File: src/hdl/fetch_pkg.sv
// fetch prediction package
// table geometry, reset pc, pc field view and btb entry layout
`default_nettype none

package fetch_pkg;

	localparam int pc_width = 64; // full address width
	localparam int btb_index_bits = 6; // 64 btb entries
	localparam int btb_entries = 1 << btb_index_bits;
	localparam int btb_tag_bits = pc_width - btb_index_bits - 2; // 56 bits above index
	localparam int pht_index_bits = 8; // 256 counters
	localparam int pht_entries = 1 << pht_index_bits;

	localparam logic [pc_width-1:0] reset_pc = '0; // first fetch address
	localparam logic [1:0] ctr_weak_not_taken = 2'b01; // counter reset state

	// one pc word, seen either as a raw address or split for btb indexing
	typedef union packed {
		logic [pc_width-1:0] raw;
		struct packed {
			logic [btb_tag_bits-1:0] tag;
			logic [btb_index_bits-1:0] index;
			logic [1:0] offset; // byte offset, ignored
		} f;
	} pc_fields_t;

	// btb line, 122 bits
	typedef struct packed {
		logic valid;
		logic uncond; // jump, always taken
		logic [btb_tag_bits-1:0] tag;
		logic [pc_width-1:0] target; // word aligned
	} btb_entry_t;

endpackage

`default_nettype wire

File: src/hdl/resolve_if.sv
// resolved branch report from the back end
// one strobe per cycle, trains both tables and carries the redirect
`timescale 1ns/1ps
`default_nettype none

interface resolve_if import fetch_pkg::*; ();
	logic valid; // single cycle strobe
	logic [pc_width-1:0] pc; // branch address
	logic [pc_width-1:0] target; // actual target when taken
	logic taken;
	logic uncond; // jump, no counter training
	logic mispredict; // front end went the wrong way

	// back end side
	modport source (output valid, pc, target, taken, uncond, mispredict);

	// table and pc generator side
	modport sink (input valid, pc, target, taken, uncond, mispredict);

endinterface

`default_nettype wire

File: src/hdl/direction_predictor.sv
// bimodal direction predictor
// 256 two-bit saturating counters, high bit is the taken guess
`timescale 1ns/1ps
`default_nettype none

module direction_predictor import fetch_pkg::*; (
	input logic clock,
	input logic reset,
	input logic [pc_width-1:0] pc0,
	resolve_if.sink resolve,
	output logic taken0,
	output logic taken1
);

	logic [1:0] pht [pht_entries]; // counter table

	logic [pc_width-1:0] pc1; // second slot of the pair
	logic [pht_index_bits-1:0] idx0, idx1, train_idx;
	logic [1:0] train_ctr; // counter being trained
	logic train_en;

	assign pc1 = pc0 + pc_width'(4);

	// pc bits 9:2, low bits ignored
	assign idx0 = pc0[pht_index_bits+1:2];
	assign idx1 = pc1[pht_index_bits+1:2];
	assign train_idx = resolve.pc[pht_index_bits+1:2];

	assign taken0 = pht[idx0][1]; // msb set means taken
	assign taken1 = pht[idx1][1];

	assign train_ctr = pht[train_idx];
	assign train_en = resolve.valid && !resolve.uncond; // jumps leave counters alone

	always_ff @(posedge clock) begin
		if (reset) begin
			for (int i = 0; i < pht_entries; i++) begin
				pht[i] <= ctr_weak_not_taken; // everything starts weakly not taken
			end
		end else if (train_en) begin
			if (resolve.taken) begin
				if (train_ctr != 2'b11) begin
					pht[train_idx] <= train_ctr + 2'd1; // step toward strong taken
				end
			end else begin
				if (train_ctr != 2'b00) begin
					pht[train_idx] <= train_ctr - 2'd1; // step toward strong not taken
				end
			end
		end
	end

endmodule

`default_nettype wire

File: src/flat_wrapper.sv
// flat-port wrapper written by rule: the top's interface ports become plain ports
module direction_predictor_flat import fetch_pkg::*;
  (clock, reset, pc0, taken0, taken1, resolve_valid, resolve_pc, resolve_target, resolve_taken, resolve_uncond, resolve_mispredict);
  resolve_if resolve_i ();
  input logic clock;
  input logic reset;
  input logic [pc_width-1:0] pc0;
  output logic taken0;
  output logic taken1;
  input wire logic [$bits(resolve_i.valid)-1:0] resolve_valid;
  input wire logic [$bits(resolve_i.pc)-1:0] resolve_pc;
  input wire logic [$bits(resolve_i.target)-1:0] resolve_target;
  input wire logic [$bits(resolve_i.taken)-1:0] resolve_taken;
  input wire logic [$bits(resolve_i.uncond)-1:0] resolve_uncond;
  input wire logic [$bits(resolve_i.mispredict)-1:0] resolve_mispredict;
  assign resolve_i.valid = resolve_valid;
  assign resolve_i.pc = resolve_pc;
  assign resolve_i.target = resolve_target;
  assign resolve_i.taken = resolve_taken;
  assign resolve_i.uncond = resolve_uncond;
  assign resolve_i.mispredict = resolve_mispredict;
  direction_predictor u_core (.clock(clock), .reset(reset), .pc0(pc0), .resolve(resolve_i), .taken0(taken0), .taken1(taken1));
endmodule
File: config.mk
export PLATFORM = sky130hd
export DESIGN_NAME = direction_predictor_flat
export DESIGN_NICKNAME = d
export VERILOG_FILES = /design/src/hdl/fetch_pkg.sv /design/src/hdl/resolve_if.sv /design/src/hdl/direction_predictor.sv /design/src/flat_wrapper.sv
export SDC_FILE = /design/constraint.sdc
export NUM_CORES = 1
export LEC_CHECK = 0
export BUFFER_PORTS_ARGS = -buffer_cell sky130_fd_sc_hd__buf_2
export CORE_UTILIZATION = 55
export CTS_CLUSTER_SIZE = 16
export DETAILED_ROUTE_END_ITERATION = 7
export PLACE_DENSITY_LB_ADDON = 0.05
export SLEW_MARGIN = 5
export SYNTH_ARGS = -nofsm -noshare
export SYNTH_HDL_FRONTEND = slang
export SYNTH_SLANG_ARGS = --single-unit
File: constraint.sdc
create_clock -name clock -period 3 [get_ports clock]
set_input_delay 0.15 -clock clock [delete_from_list [all_inputs] [get_ports clock]]
set_output_delay 0.15 -clock clock [all_outputs]
set_load 0.005 [all_outputs]
==> results.json <==
{
  "status": "complete, but fails checks",
  "violations": "DRC, setup timing",
  "ctsHoldBuffers": 0,
  "reg2reg_depth": 13,
  "finalWirelength_mm": 128.4,
  "core_area_um2": 59240,
  "antenna_found_initial": 5,
  "ioPinCount": 200,
  "ys.flop_type": "edfxtp_1",
  "drcViolationCount": 6,
  "path_common_cell": "mux4_2",
  "yosysSeqAreaShare_pct": 46.51,
  "wl_per_cell_um": 35.50,
  "grt_pass1_wl_mm": 184.5,
  "yosys-top-cells-count": "512 x edfxtp_1, 303 x nand2_1, 281 x mux4_2, 205 x clkbuf_1, 192 x a21o_1",
  "area_growth_pct": 29.09,
  "top_register": "u_core.pht",
  "fp-row-count": 89,
  "required_ns": 2.85,
  "fin_crit_sh_pct": 125.3,
  "initial_utilization_pct": 55.80,
  "dieArea_um2": 61090,
  "maxSlewHeadroom_pct": 19.50,
  "ys_warn_count": 0,
  "hpwl_mm": 77.79,
  "num_vias": 27580,
  "cp_top_family": "multiplexers",
  "cp-end-kind": "output port",
  "synth.top_cell.area_share_pct": 46.51,
  "first_iter_violations": 4262,
  "path_cells": "buf_6, mux4_2, mux4_2, mux4_2, mux4_2, buf_2",
  "crit_cells": 6,
  "reg_top3": "u_core.pht (512)",
  "powerDensity_nw_per_um2": 477.1,
  "clk_latency_ns": 0.65,
  "slew_viol_final": 0,
  "whs_ns": 0.3858,
  "cp-startpoint": "u_core.pht[90][1]$_SDFFCE_PN0P_",
  "ctsLongestPathBuffers": 3,
  "fmax_mhz": 265.9,
  "synth-seq-cells": 512,
  "cts_tree": "yes",
  "arrival_ns": 3.61,
  "gp_congestion": 0.9572,
  "start_kind": "register",
  "root_buffer": "clkbuf_16",
  "critPathSlowestCell": "mux4_2",
  "path_class": "reg2out",
  "cp_max_fo": 2,
  "ant_nets": 0,
  "setup_viol": 962,
  "critPathCapture": "taken0",
  "syn_area_um2": 33060,
  "cts_max_level": 2,
  "period_needed_ns": 3.760,
  "r2r_start": "u_core.pht[87][1]$_SDFFCE_PN0P_",
  "die_h_um": 247.2,
  "grt_pass1_vias": 26620,
  "yosysMostFrequentCell": "edfxtp_1",
  "yosys.area.top_type": "edfxtp_1",
  "finClkSkew_ns": 0.03248,
  "maxCapViolCount": 0,
  "via_per_inst": 7.626,
  "io_buffers": 22,
  "power_uw": 20360,
  "slowest_delay_ns": 0.59,
  "synth-edff-count": 512,
  "drive_above_1_share_pct": 42.31,
  "synth_cell_types": 72,
  "hp-class": "in2reg",
  "grt_max_degree": 178,
  "rsz0062_at_grt": "true",
  "firstDrtPassIters": 8,
  "final_nets": 2994,
  "irDropWorstVdd_v": 0.0004380,
  "r2r_slack_ns": -0.62,
  "async_flop_share_pct": 0,
  "hold_viol": 0,
  "timing.rr.end": "u_core.pht[214][1]$_SDFFCE_PN0P_",
  "largest_reg_flops": 512,
  "synth_cells": 2560,
  "syn_avg_cell_area_um2": 12.91,
  "chipWidth_um": 247.2,
  "cts_made_buffers": 58,
  "leakagePower_uw": 0.01384,
  "syn_nets": 2759,
  "gr-total-overflow": 0,
  "fin_ws_ns": -0.7604,
  "tightest_slew_ns": 1.207,
  "clk_pin_slew_ns": 0.06,
  "path_buf_inv": 2,
  "cts.sinks": 512,
  "synthTopCellsByArea": "edfxtp_1 47%, mux4_2 19%, nor4_2 5.5%",
  "track_usage_pct": 41.86
}
-- worst min-delay path: cells and delay by family --
family | cells | cell delay [ns]
buffers and inverters | 1 | 0.45
AND/OR/NAND/NOR | 2 | 0.25
-- routing by layer --
| layer | wire [um] | vias to the layer above | track usage [%] |
|---|---|---|---|
| met2 | 58150 | 2382 | 62.42 |
| met4 | 7543 | 2 | 21.39 |
| met5 | 13 | - | 0 |
| met3 | 16770 | 444 | 10.13 |
| li1 | - | 10850 | - |
| met1 | 45880 | 13900 | 57.07 |
-- repair_timing --
item | 4_1_cts | 5_1_grt
endpoints found under the setup margin | 958 | 1000
gates resized for setup | 272 | 159
buffers inserted | 74 | 32
pin swaps | 64 | 64
cloned | 59 | 11
-- cell type report --
cell class | instances | area [um2]
diodes | 2 | 5.005
clock buffers | 77 | 1544
clock inverters | 29 | 214.0
fillers | 3876 | 16570
inverters | 4 | 15.01
multi-input cells | 1652 | 17420
flip-flops and latches | 512 | 15370
well taps | 773 | 967.2
repair buffers | 567 | 7127
-- power by group --
part	total (uW)	switching, uW	internal, uW
registers	8110	125	7980
clock network	6910	3060	3840
logic	5340	2900	2450
-- cells in the final DEF (no fill, tap or decap), types with 4 or more instances in the layout --
cell,n
a21o_1,192
a21oi_1,5
a22o_1,7
a22oi_1,20
a31o_4,61
a31oi_1,5
and2_1,5
and3_1,4
buf_12,114
buf_16,50
buf_2,16
buf_4,319
buf_6,36
buf_8,19
clkbuf_1,18
clkbuf_16,70
clkinv_1,14
clkinv_2,10
edfxtp_1,512
mux2i_1,50
mux4_2,281
nand2_1,300
nand2b_1,4
nand3_1,91
nand4_1,128
nor2_1,82
nor2b_1,9
nor3_1,5
nor3_4,6
nor4_1,90
nor4_2,63
nor4_4,92
o22ai_1,6
or3_1,4
or4_1,51
-- through the flow --
| stage | setup TNS [ns] | std cells | area [um2] | util (%) | setup slack, ns |
|---|---|---|---|---|---|
| final | -306.53 | 3616 | 42670 | 72.03 | -0.7604 |
| after global routing | -323.01 | 3615 | 42670 | 72.02 | -0.7419 |
| after CTS | -246.50 | 3603 | 41950 | 70.81 | -0.6846 |
| after detailed placement | -581.39 | 3368 | 36300 | 61.27 | -0.8689 |
| after global placement | -585.50 | 3368 | 36300 | 61.27 | -0.8638 |
| after floorplan | -0.09945 | 2560 | 33070 | - | -0.004742 |
-- cell families (layout without fill, tap and decap cells) --
logic type	Yosys count	count (layout)	share of synthesized area (%)
compound gates	343	343	8.210
simple gates	961	961	17.98
fa+ha+maj	1	1	0.03785
flops	512	512	46.51
other cells	0	2	0
mux	339	339	20.92
buf+inv	396	677	6.136
xor+xnor	8	8	0.2119
-- worst min-delay path by stage --
stage                   from                               end  slack (ns)  cells after the start
2_1_floorplan         pc0[8]                            taken0        0.46                      1
3_3_place_gp          pc0[8]                            taken0        0.87                      3
3_5_place_dp          pc0[8]                            taken0        0.88                      3
4_1_cts        resolve_pc[8]  u_core.pht[138][1]$_SDFFCE_PN0P_        0.33                      3
5_1_grt        resolve_pc[8]  u_core.pht[138][1]$_SDFFCE_PN0P_        0.38                      3
6_report       resolve_pc[8]   u_core.pht[22][1]$_SDFFCE_PN0P_        0.39                      3
Note: power is estimated with default switching activity, not from simulation.
