<file path="src/hdl/fetch_pkg.sv">
// fetch prediction package
// table geometry, reset pc, pc field view and btb entry layout
`default_nettype none

package fetch_pkg;

	localparam int pc_width = 64; // full address width
	localparam int btb_index_bits = 6; // 64 btb entries
	localparam int btb_entries = 1 << btb_index_bits;
	localparam int btb_tag_bits = pc_width - btb_index_bits - 2; // 56 bits above index
	localparam int pht_index_bits = 8; // 256 counters
	localparam int pht_entries = 1 << pht_index_bits;

	localparam logic [pc_width-1:0] reset_pc = '0; // first fetch address
	localparam logic [1:0] ctr_weak_not_taken = 2'b01; // counter reset state

	// one pc word, seen either as a raw address or split for btb indexing
	typedef union packed {
		logic [pc_width-1:0] raw;
		struct packed {
			logic [btb_tag_bits-1:0] tag;
			logic [btb_index_bits-1:0] index;
			logic [1:0] offset; // byte offset, ignored
		} f;
	} pc_fields_t;

	// btb line, 122 bits
	typedef struct packed {
		logic valid;
		logic uncond; // jump, always taken
		logic [btb_tag_bits-1:0] tag;
		logic [pc_width-1:0] target; // word aligned
	} btb_entry_t;

endpackage

`default_nettype wire

</file>
<file path="src/hdl/pred_lookup_if.sv">
// btb lookup bus between the pc generator and the target buffer
`timescale 1ns/1ps
`default_nettype none

interface pred_lookup_if import fetch_pkg::*; ();
	logic [pc_width-1:0] pc0, pc1; // slot addresses
	logic hit0, hit1;
	logic [pc_width-1:0] target0, target1;
	logic uncond0, uncond1;

	// valid entry with matching tag
	function automatic logic entry_hit(input btb_entry_t entry,
		input logic [btb_tag_bits-1:0] tag);
		return entry.valid && (entry.tag == tag);
	endfunction

	modport requester (output pc0, pc1, input hit0, hit1, target0, target1, uncond0, uncond1);
	modport tbl (input pc0, pc1, output hit0, hit1, target0, target1, uncond0, uncond1,
		import entry_hit);
endinterface

`default_nettype wire

</file>
<file path="src/hdl/resolve_if.sv">
// resolved branch report from the back end
// one strobe per cycle, trains both tables and carries the redirect
`timescale 1ns/1ps
`default_nettype none

interface resolve_if import fetch_pkg::*; ();
	logic valid; // single cycle strobe
	logic [pc_width-1:0] pc; // branch address
	logic [pc_width-1:0] target; // actual target when taken
	logic taken;
	logic uncond; // jump, no counter training
	logic mispredict; // front end went the wrong way

	// back end side
	modport source (output valid, pc, target, taken, uncond, mispredict);

	// table and pc generator side
	modport sink (input valid, pc, target, taken, uncond, mispredict);

endinterface

`default_nettype wire

</file>
<file path="src/hdl/fetch_pc_gen.sv">
// fetch pc register and next pc select
// redirect beats predicted target, which beats the sequential pair
`timescale 1ns/1ps
`default_nettype none

module fetch_pc_gen import fetch_pkg::*; (
	input logic clock,
	input logic reset,
	input logic advance, // fetch stage takes the current pair
	pred_lookup_if.requester lookup,
	input logic taken0,
	input logic taken1,
	resolve_if.sink resolve,
	output logic [pc_width-1:0] fetch_pc0
);

	logic redirect; // mispredict strobe this cycle
	logic pick0, pick1; // slot predicted to leave the straight line
	logic [pc_width-1:0] redirect_pc;
	logic [pc_width-1:0] predict_pc;
	logic [pc_width-1:0] seq_pc;
	pc_fields_t load_pc; // value for the pc register

	// both slot addresses go out to the btb
	assign lookup.pc0 = fetch_pc0;
	assign lookup.pc1 = fetch_pc0 + pc_width'(4);

	assign redirect = resolve.valid && resolve.mispredict;
	// taken goes to the real target, not taken falls through
	assign redirect_pc = resolve.taken ? resolve.target : resolve.pc + pc_width'(4);

	// a hit only redirects when a jump or predicted taken
	assign pick0 = lookup.hit0 && (lookup.uncond0 || taken0);
	assign pick1 = lookup.hit1 && (lookup.uncond1 || taken1);

	assign seq_pc = fetch_pc0 + pc_width'(8); // next pair

	always_comb begin
		if (pick0) begin
			predict_pc = lookup.target0; // slot 0 is older, wins
		end else if (pick1) begin
			predict_pc = lookup.target1;
		end else begin
			predict_pc = seq_pc;
		end
	end

	always_comb begin
		load_pc.raw = fetch_pc0; // hold by default
		if (redirect) begin
			load_pc.raw = redirect_pc; // back end knows better
		end else if (advance) begin
			load_pc.raw = predict_pc;
		end
		load_pc.f.offset = 2'b00; // word align whatever is loaded
	end

	always_ff @(posedge clock) begin
		if (reset) begin
			fetch_pc0 <= reset_pc;
		end else begin
			fetch_pc0 <= load_pc.raw;
		end
	end

endmodule

`default_nettype wire

</file>
<file path="src/flat_wrapper.sv">
// flat-port wrapper written by rule: the top's interface ports become plain ports
module fetch_pc_gen_flat import fetch_pkg::*;
  (clock, reset, advance, taken0, taken1, fetch_pc0, lookup_pc0, lookup_pc1, lookup_hit0, lookup_hit1, lookup_target0, lookup_target1, lookup_uncond0, lookup_uncond1, resolve_valid, resolve_pc, resolve_target, resolve_taken, resolve_uncond, resolve_mispredict);
  pred_lookup_if lookup_i ();
  resolve_if resolve_i ();
  input logic clock;
  input logic reset;
  input logic advance;
  input logic taken0;
  input logic taken1;
  output logic [pc_width-1:0] fetch_pc0;
  output wire logic [$bits(lookup_i.pc0)-1:0] lookup_pc0;
  output wire logic [$bits(lookup_i.pc1)-1:0] lookup_pc1;
  input wire logic [$bits(lookup_i.hit0)-1:0] lookup_hit0;
  input wire logic [$bits(lookup_i.hit1)-1:0] lookup_hit1;
  input wire logic [$bits(lookup_i.target0)-1:0] lookup_target0;
  input wire logic [$bits(lookup_i.target1)-1:0] lookup_target1;
  input wire logic [$bits(lookup_i.uncond0)-1:0] lookup_uncond0;
  input wire logic [$bits(lookup_i.uncond1)-1:0] lookup_uncond1;
  input wire logic [$bits(resolve_i.valid)-1:0] resolve_valid;
  input wire logic [$bits(resolve_i.pc)-1:0] resolve_pc;
  input wire logic [$bits(resolve_i.target)-1:0] resolve_target;
  input wire logic [$bits(resolve_i.taken)-1:0] resolve_taken;
  input wire logic [$bits(resolve_i.uncond)-1:0] resolve_uncond;
  input wire logic [$bits(resolve_i.mispredict)-1:0] resolve_mispredict;
  assign lookup_pc0 = lookup_i.pc0;
  assign lookup_pc1 = lookup_i.pc1;
  assign lookup_i.hit0 = lookup_hit0;
  assign lookup_i.hit1 = lookup_hit1;
  assign lookup_i.target0 = lookup_target0;
  assign lookup_i.target1 = lookup_target1;
  assign lookup_i.uncond0 = lookup_uncond0;
  assign lookup_i.uncond1 = lookup_uncond1;
  assign resolve_i.valid = resolve_valid;
  assign resolve_i.pc = resolve_pc;
  assign resolve_i.target = resolve_target;
  assign resolve_i.taken = resolve_taken;
  assign resolve_i.uncond = resolve_uncond;
  assign resolve_i.mispredict = resolve_mispredict;
  fetch_pc_gen u_core (.clock(clock), .reset(reset), .advance(advance), .lookup(lookup_i), .taken0(taken0), .taken1(taken1), .resolve(resolve_i), .fetch_pc0(fetch_pc0));
endmodule
</file>
<file path="config.mk">
export PLATFORM = sky130hd
export DESIGN_NAME = fetch_pc_gen_flat
export DESIGN_NICKNAME = d
export VERILOG_FILES = /design/src/hdl/fetch_pkg.sv /design/src/hdl/pred_lookup_if.sv /design/src/hdl/resolve_if.sv /design/src/hdl/fetch_pc_gen.sv /design/src/flat_wrapper.sv
export SDC_FILE = /design/constraint.sdc
export NUM_CORES = 1
export LEC_CHECK = 0
export BUFFER_PORTS_ARGS = -buffer_cell sky130_fd_sc_hd__buf_2
export CORE_AREA = 2 2 180 182
export DETAILED_ROUTE_END_ITERATION = 16
export DIE_AREA = 0 0 182 184
export PLACE_DENSITY = 0.61
export SYNTH_ARGS = -nofsm -noshare
export SYNTH_HDL_FRONTEND = slang
export SYNTH_SLANG_ARGS = --single-unit
</file>
<file path="constraint.sdc">
create_clock -name clock -period 4.13 [get_ports clock]
set_input_delay 0.6195 -clock clock [delete_from_list [all_inputs] [get_ports clock]]
set_output_delay 0.6195 -clock clock [all_outputs]
set_load 0.005 [all_outputs]
</file>
==> impl_metrics.toml, run 1 <==
[setup_path]
cp_data_arrival_time_ns = 3.30
path_cells = "ha_1, nand3_2, or4_1, nor2_1, nand3_1, nor3_1, xor2_1, buf_2"
cp_max_fo = 10
end_kind = "primary output"
worstPathRequired_ns = 3.51
start_kind = "flop"
path_class = "reg -> out"
critPathMaxStageDelay_ns = 0.73
cp_slowest_cell = "or4_1"

[grt]
grt_first_pass_wirelength_um = 77700
gr-usage-met2_pct = 48.2
overflow = 0
grt_pass1_vias = 11159
use_met3_pct = 4.95
grt_max_degree = 34
grt_use_total_pct = 31.5
grt_util_met1_pct = 44.8
top_usage_layer = "met2"
antenna_found_initial = 6

[clock_tree]
cts_buffers = 9
cts.path.max_buffers = 2
postCtsSetupBuffers = 0
clk_pin_slew_ns = 0.06
h-tree-depth = 3
cts_hold_buf = 0
cts.repair.resized = 0
clk_latency_ns = 0.35
cts_root_buffer = "clkbuf_16"
cts_tree = "done"
clock-sinks = 62

[sta]
final_max_slew_viol_count = 0
worst_pin_slew_ns = 1.08
timing.fmax_ghz = 0.255
finalSetupViolCount = 0
final.setup.tns_ns = 0
whs_ns = 0.547
slew_headroom_pct = 28.1
post-route-min-period_ns = 3.92
hold_viol = 0
skew_ns = 0.0129
grt_setup_unrepaired = "no"
period_share_pct = 94.9

[logic_synthesis]
seq_area_frac_synth_pct = 14.2
yosysUniqueCellTypes = 74
syn_avg_cell_area_um2 = 6.85
yosys_warnings = 0
synth_cells = 1276
synth_enable_flop_cells = 0
syn_area_mm2 = 0.00874
ys_ff_latch = 62
ys.flop_type = "dfxtp_1"
async_flop_share_pct = 0

[power_and_ir_drop]
irDropWorstVdd_uv = 173
p_leak_uw = 0.00481
powerDensity_mw_per_mm2 = 235

[place]
dp_hpwl_um = 44400
postPlaceCellArea_mm2 = 0.0110
gp_congestion = 0.949
io_buffers = 445

[floorplan]
rows = 65
core_area_mm2 = 0.0314
die_w_um = 182
initial_core_util_pct = 27.9
io_pins = 461
die-area_mm2 = 0.0335
fp.dieH_um = 184

[finish]
largest-register = "u_core.fetch_pc0"
final_layout_size_suffix_gt1_share_pct = 34.8
stdcell_area_mm2 = 0.0113
fin_nets = 1890
top_regs = "u_core.fetch_pc0 (62)"
final_common_cell = "buf_2"
layout_common_cells = "445 x buf_2, 125 x nand2_1, 100 x nor2_1, 86 x xnor2_1, 76 x nand4_1"
largest_register_ffs = 62
fill_cells = 3490
area_growth_pct = 29.6

[routing]
routedWlPerCell_um = 27.1
ant_nets = 0
drt_iter0_markers = 1397
drt_first_pass_iters = 6
route.detailed.drc = 0
vias = 12096
routed_via_density = 5.96
drt_wl_total_um = 55000

[outcome]
status = "complete, no violations"

[job]
cap_violations = 0

[min_path]
min_path_type = "in -> reg"
[layer usage]
metal	wire length, um	up-vias
met5	24	-
met4	1760	4
met3	5600	94
met2	23900	810
met1	23700	5768
li1	-	5420
[cell families after synthesis]
| logic type | count (synthesis) | synth area share [%] |
|---|---|---|
| buf+inv | 198 | 11.8 |
| compound gates | 307 | 24.4 |
| fa+ha+maj | 3 | 0.429 |
| other cells | 1 | 0.0429 |
| mux | 15 | 1.73 |
| xor+xnor | 132 | 13.2 |
| simple gates | 558 | 34.1 |
| flops | 62 | 14.2 |
[power by group]
group,leakage [uW],switching (uW),internal [uW]
clock,0.000142,324,485
sequential,0.000514,157,655
combinational,0.00415,616,431
[final timing paths]
check / from / to / slack (ns) / cells after the start
setup reg to reg: u_core.fetch_pc0[4]$_SDFFE_PP0P_ / u_core.fetch_pc0[31]$_SDFFE_PP0P_ / 1.05 / 7
hold / removal: resolve_target[12] / u_core.fetch_pc0[12]$_SDFFE_PP0P_ / 0.55 / 3
setup / recovery: u_core.fetch_pc0[4]$_SDFFE_PP0P_ / lookup_pc1[61] / 0.21 / 8
hold reg to reg: u_core.fetch_pc0[27]$_SDFFE_PP0P_ / u_core.fetch_pc0[27]$_SDFFE_PP0P_ / 0.67 / 2
[per-stage QoR]
step / utilization (%) / total power, uW / std cells / setup slack (ns)
floorplan: - / 1300 / 1281 / 1.33
global placement: 35.1 / 1830 / 2009 / 0.604
detailed placement: 35.1 / 1840 / 2009 / 0.543
CTS: 36.1 / 2640 / 2025 / 0.180
global route: 36.1 / 2760 / 2029 / 0.00268
finish: 36.1 / 2670 / 2029 / 0.211
[synth_stat cells (14+ instances only)]
cell / n / area, um^2
nand2_1: 125 / 469
nor2_1: 103 / 387
xnor2_1: 86 / 753
clkbuf_1: 82 / 308
nand4_1: 76 / 475
buf_4: 68 / 510
nand3_1: 64 / 320
o21ai_0: 63 / 315
dfxtp_1: 62 / 1240
a21oi_1: 51 / 255
xor2_1: 46 / 403
nor3_1: 45 / 225
nor4_1: 35 / 219
and3_1: 29 / 181
buf_2: 28 / 140
o22ai_1: 20 / 125
a221oi_1: 17 / 149
and4_1: 17 / 149
o221ai_1: 17 / 149
mux2i_1: 14 / 140
[worst max-delay path: cells and delay by family, from the launching register on]
kind | cells | cell delay, ns
xor gates and xnor gates | 1 | 0.19
adders and majority gates | 1 | 0.34
buffers and inverters | 1 | 0.16
DFF | 1 | 0.50
and+or+nand+nor | 5 | 1.76
[final cells by class]
| class | instances | area (um^2) | share of cell area [%] |
|---|---|---|---|
| clock inverter | 5 | 58.8 | 0.519 |
| antenna | 4 | 10.0 | 0.0883 |
| timing repair buffer | 509 | 2710 | 23.9 |
| multi-input combinational | 1021 | 6520 | 57.5 |
| clock buffer | 11 | 243 | 2.14 |
| inverter | 15 | 56.3 | 0.497 |
| sequential | 62 | 1240 | 11.0 |
| tap | 402 | 503 | 4.44 |
No activity file was read; power rests on OpenSTA's default activity.
==> run 2, diff against run 1 <==
--- a/config.mk
+++ b/config.mk
@@ -6,10 +6,10 @@
 export NUM_CORES = 1
 export LEC_CHECK = 0
 export BUFFER_PORTS_ARGS = -buffer_cell sky130_fd_sc_hd__buf_2
-export CORE_AREA = 2 2 180 182
+export CORE_AREA = 2 2 181 183
 export DETAILED_ROUTE_END_ITERATION = 16
-export DIE_AREA = 0 0 182 184
-export PLACE_DENSITY = 0.61
+export DIE_AREA = 0 0 183 185
+export PLACE_DENSITY = 0.6
 export SYNTH_ARGS = -nofsm -noshare
 export SYNTH_HDL_FRONTEND = slang
 export SYNTH_SLANG_ARGS = --single-unit
==> run 2 against run 1 <==
  * Core utilization fell by 0.67 points
  * Non-clock buffer count did not move
  * Fmax fell by 0.77%
  * Via count barely moved
  * Register-to-register slack got worse by 0.09 ns
  * First-iteration DRC count fell by 12%
  * Critical path type unchanged
  * Critical endpoint unchanged
  * Largest cell class unchanged
==> impl_metrics.toml, run 2 (same netlist as run 1, synthesis figures left out) <==
[routing]
drt_iter0_markers = 1235
drt_first_pass_iters = 5
routedWlPerCell_um = 26.8
vias = 12108
drt_wl_total_um = 54600
ant_nets = 0
routed_via_density = 5.95
route.detailed.drc = 0

[finish]
final_layout_size_suffix_gt1_share_pct = 34.7
final_common_cell = "buf_2"
area_growth_pct = 29.8
top_regs = "u_core.fetch_pc0 (62)"
largest_register_ffs = 62
multiInputGateArea_mm2 = 0.00651
fin_nets = 1890
stdcell_area_mm2 = 0.0114
layout_common_cells = "445 x buf_2, 125 x nand2_1, 100 x nor2_1, 86 x xnor2_1, 76 x nand4_1"
ff_latch_area_mm2 = 0.00124
fill_cells = 3598
largest-register = "u_core.fetch_pc0"

[setup_path]
ff2ff_path_depth = 7
cpLargestDelayFamily = "simple AND/OR/NAND/NOR gates"
path_class = "reg -> out"
reg2reg_to = "u_core.fetch_pc0[31]$_SDFFE_PP0P_"
regToRegSetupSlack_ns = 0.96
reg2reg_from = "u_core.fetch_pc0[3]$_SDFFE_PP0P_"
cp_data_arrival_time_ns = 3.33
crit_start = "u_core.fetch_pc0[3]$_SDFFE_PP0P_"
worstPathRequired_ns = 3.51
cp_max_fo = 10
cp.depth = 8
end_kind = "primary output"
start_kind = "flop"
critPathMaxStageDelay_ns = 0.73
path_buf_inv = 1
endpoint = "lookup_pc1[61]"
cp_slowest_cell = "or4_1"
path_cells = "ha_1, nand3_2, or4_1, nor2_1, nand3_1, nor3_1, xor2_1, buf_2"

[sta]
worst_pin_slew_ns = 0.985
hold_viol = 0
whs_ns = 0.550
period_share_pct = 95.6
slew_headroom_pct = 34.0
finalSetupViolCount = 0
grt_setup_unrepaired = "no"
timing.fmax_ghz = 0.253
skew_ns = 0.00977
final_max_slew_viol_count = 0
post-route-min-period_ns = 3.95
final.setup.tns_ns = 0

[place]
gp_congestion = 0.955
postPlaceCellArea_mm2 = 0.0110
dp_hpwl_um = 44100
io_buffers = 445

[grt]
grt_use_total_pct = 31.0
grt_first_pass_wirelength_um = 76700
grt_pass1_vias = 11062
grt_max_degree = 52
overflow = 0
antenna_found_initial = 4

[floorplan]
core_area_mm2 = 0.0320
die-area_mm2 = 0.0339
fp.dieH_um = 185
rows = 66
io_pins = 461
die_w_um = 183
initial_core_util_pct = 27.3

[clock_tree]
cts_tree = "done"
h-tree-depth = 3
clock-sinks = 62
cts_hold_buf = 0
postCtsSetupBuffers = 0
cts_buffers = 9
clk_latency_ns = 0.35
clk_pin_slew_ns = 0.06
cts.repair.resized = 0
cts.path.max_buffers = 2
cts_root_buffer = "clkbuf_16"

[outcome]
status = "complete, no violations"

[job]
cap_violations = 0

[power_and_ir_drop]
powerDensity_mw_per_mm2 = 238
irDropWorstVdd_uv = 210
p_leak_uw = 0.00481
total_power_uw = 2710

[min_path]
min_path_type = "in -> reg"
## run 2: changes by cell type in the layout (fill, tap and decap cells not counted)
cell	delta
clkinv_2	+1
bufinv_16	+1
clkbuf_8	-1
clkinvlp_4	-1
and2_1	+1
and2_2	-1
## run 2: power by group
| group | switching (uW) | total (uW) | internal [uW] |
|---|---|---|---|
| Clock | 330 | 858 | 528 |
| Sequential | 165 | 820 | 655 |
| Combinational | 599 | 1030 | 431 |
## run 2: area by class of cell
class / count / area share [%]
Tap cell: 408 / 4.50
Clock buffer: 10 / 2.02
Inverter: 15 / 0.496
Timing Repair Buffer: 509 / 23.8
Antenna cell: 4 / 0.0882
Multi-Input combinational cell: 1021 / 57.4
Clock inverter: 6 / 0.760
Sequential cell: 62 / 10.9
## run 2: stage by stage
stage               cells  utilization [%]  setup WS [ns]
CTS                  2031             35.4          0.230
global placement     2015             34.4          0.676
detailed placement   2015             34.4          0.603
finish               2035             35.4          0.180
floorplan            1281                -           1.33
global route         2034             35.4         0.0931
## run 2: tightest hold or removal path, delay by kind of cell
kind | cells | cell delay (ns)
AOI/OAI and AO/OA | 1 | 0.10
buffers and inverters | 1 | 0.08
muxes | 1 | 0.06
## run 2: metal layers
layer	GRT usage, %	wire length, um	vias up
li1	-	-	5425
met1	43.6	23800	5870
met2	48.5	24400	749
met3	5.60	5270	64
met4	7.87	1180	0
met5	0	0	-
## run 2: worst min-delay path by stage
| stage | slack (ns) | from | end | cells past startpoint |
|---|---|---|---|---|
| 4_1_cts | 0.55 | resolve_target[12] | u_core.fetch_pc0[12]$_SDFFE_PP0P_ | 3 |
| 5_1_grt | 0.57 | lookup_target1[53] | u_core.fetch_pc0[53]$_SDFFE_PP0P_ | 3 |
| 2_1_floorplan | 0.57 | u_core.fetch_pc0[27]$_SDFFE_PP0P_ | u_core.fetch_pc0[27]$_SDFFE_PP0P_ | 2 |
| 3_3_place_gp | 0.62 | u_core.fetch_pc0[27]$_SDFFE_PP0P_ | u_core.fetch_pc0[27]$_SDFFE_PP0P_ | 2 |
| 6_report | 0.55 | resolve_target[12] | u_core.fetch_pc0[12]$_SDFFE_PP0P_ | 3 |
| 3_5_place_dp | 0.64 | u_core.fetch_pc0[27]$_SDFFE_PP0P_ | u_core.fetch_pc0[27]$_SDFFE_PP0P_ | 2 |
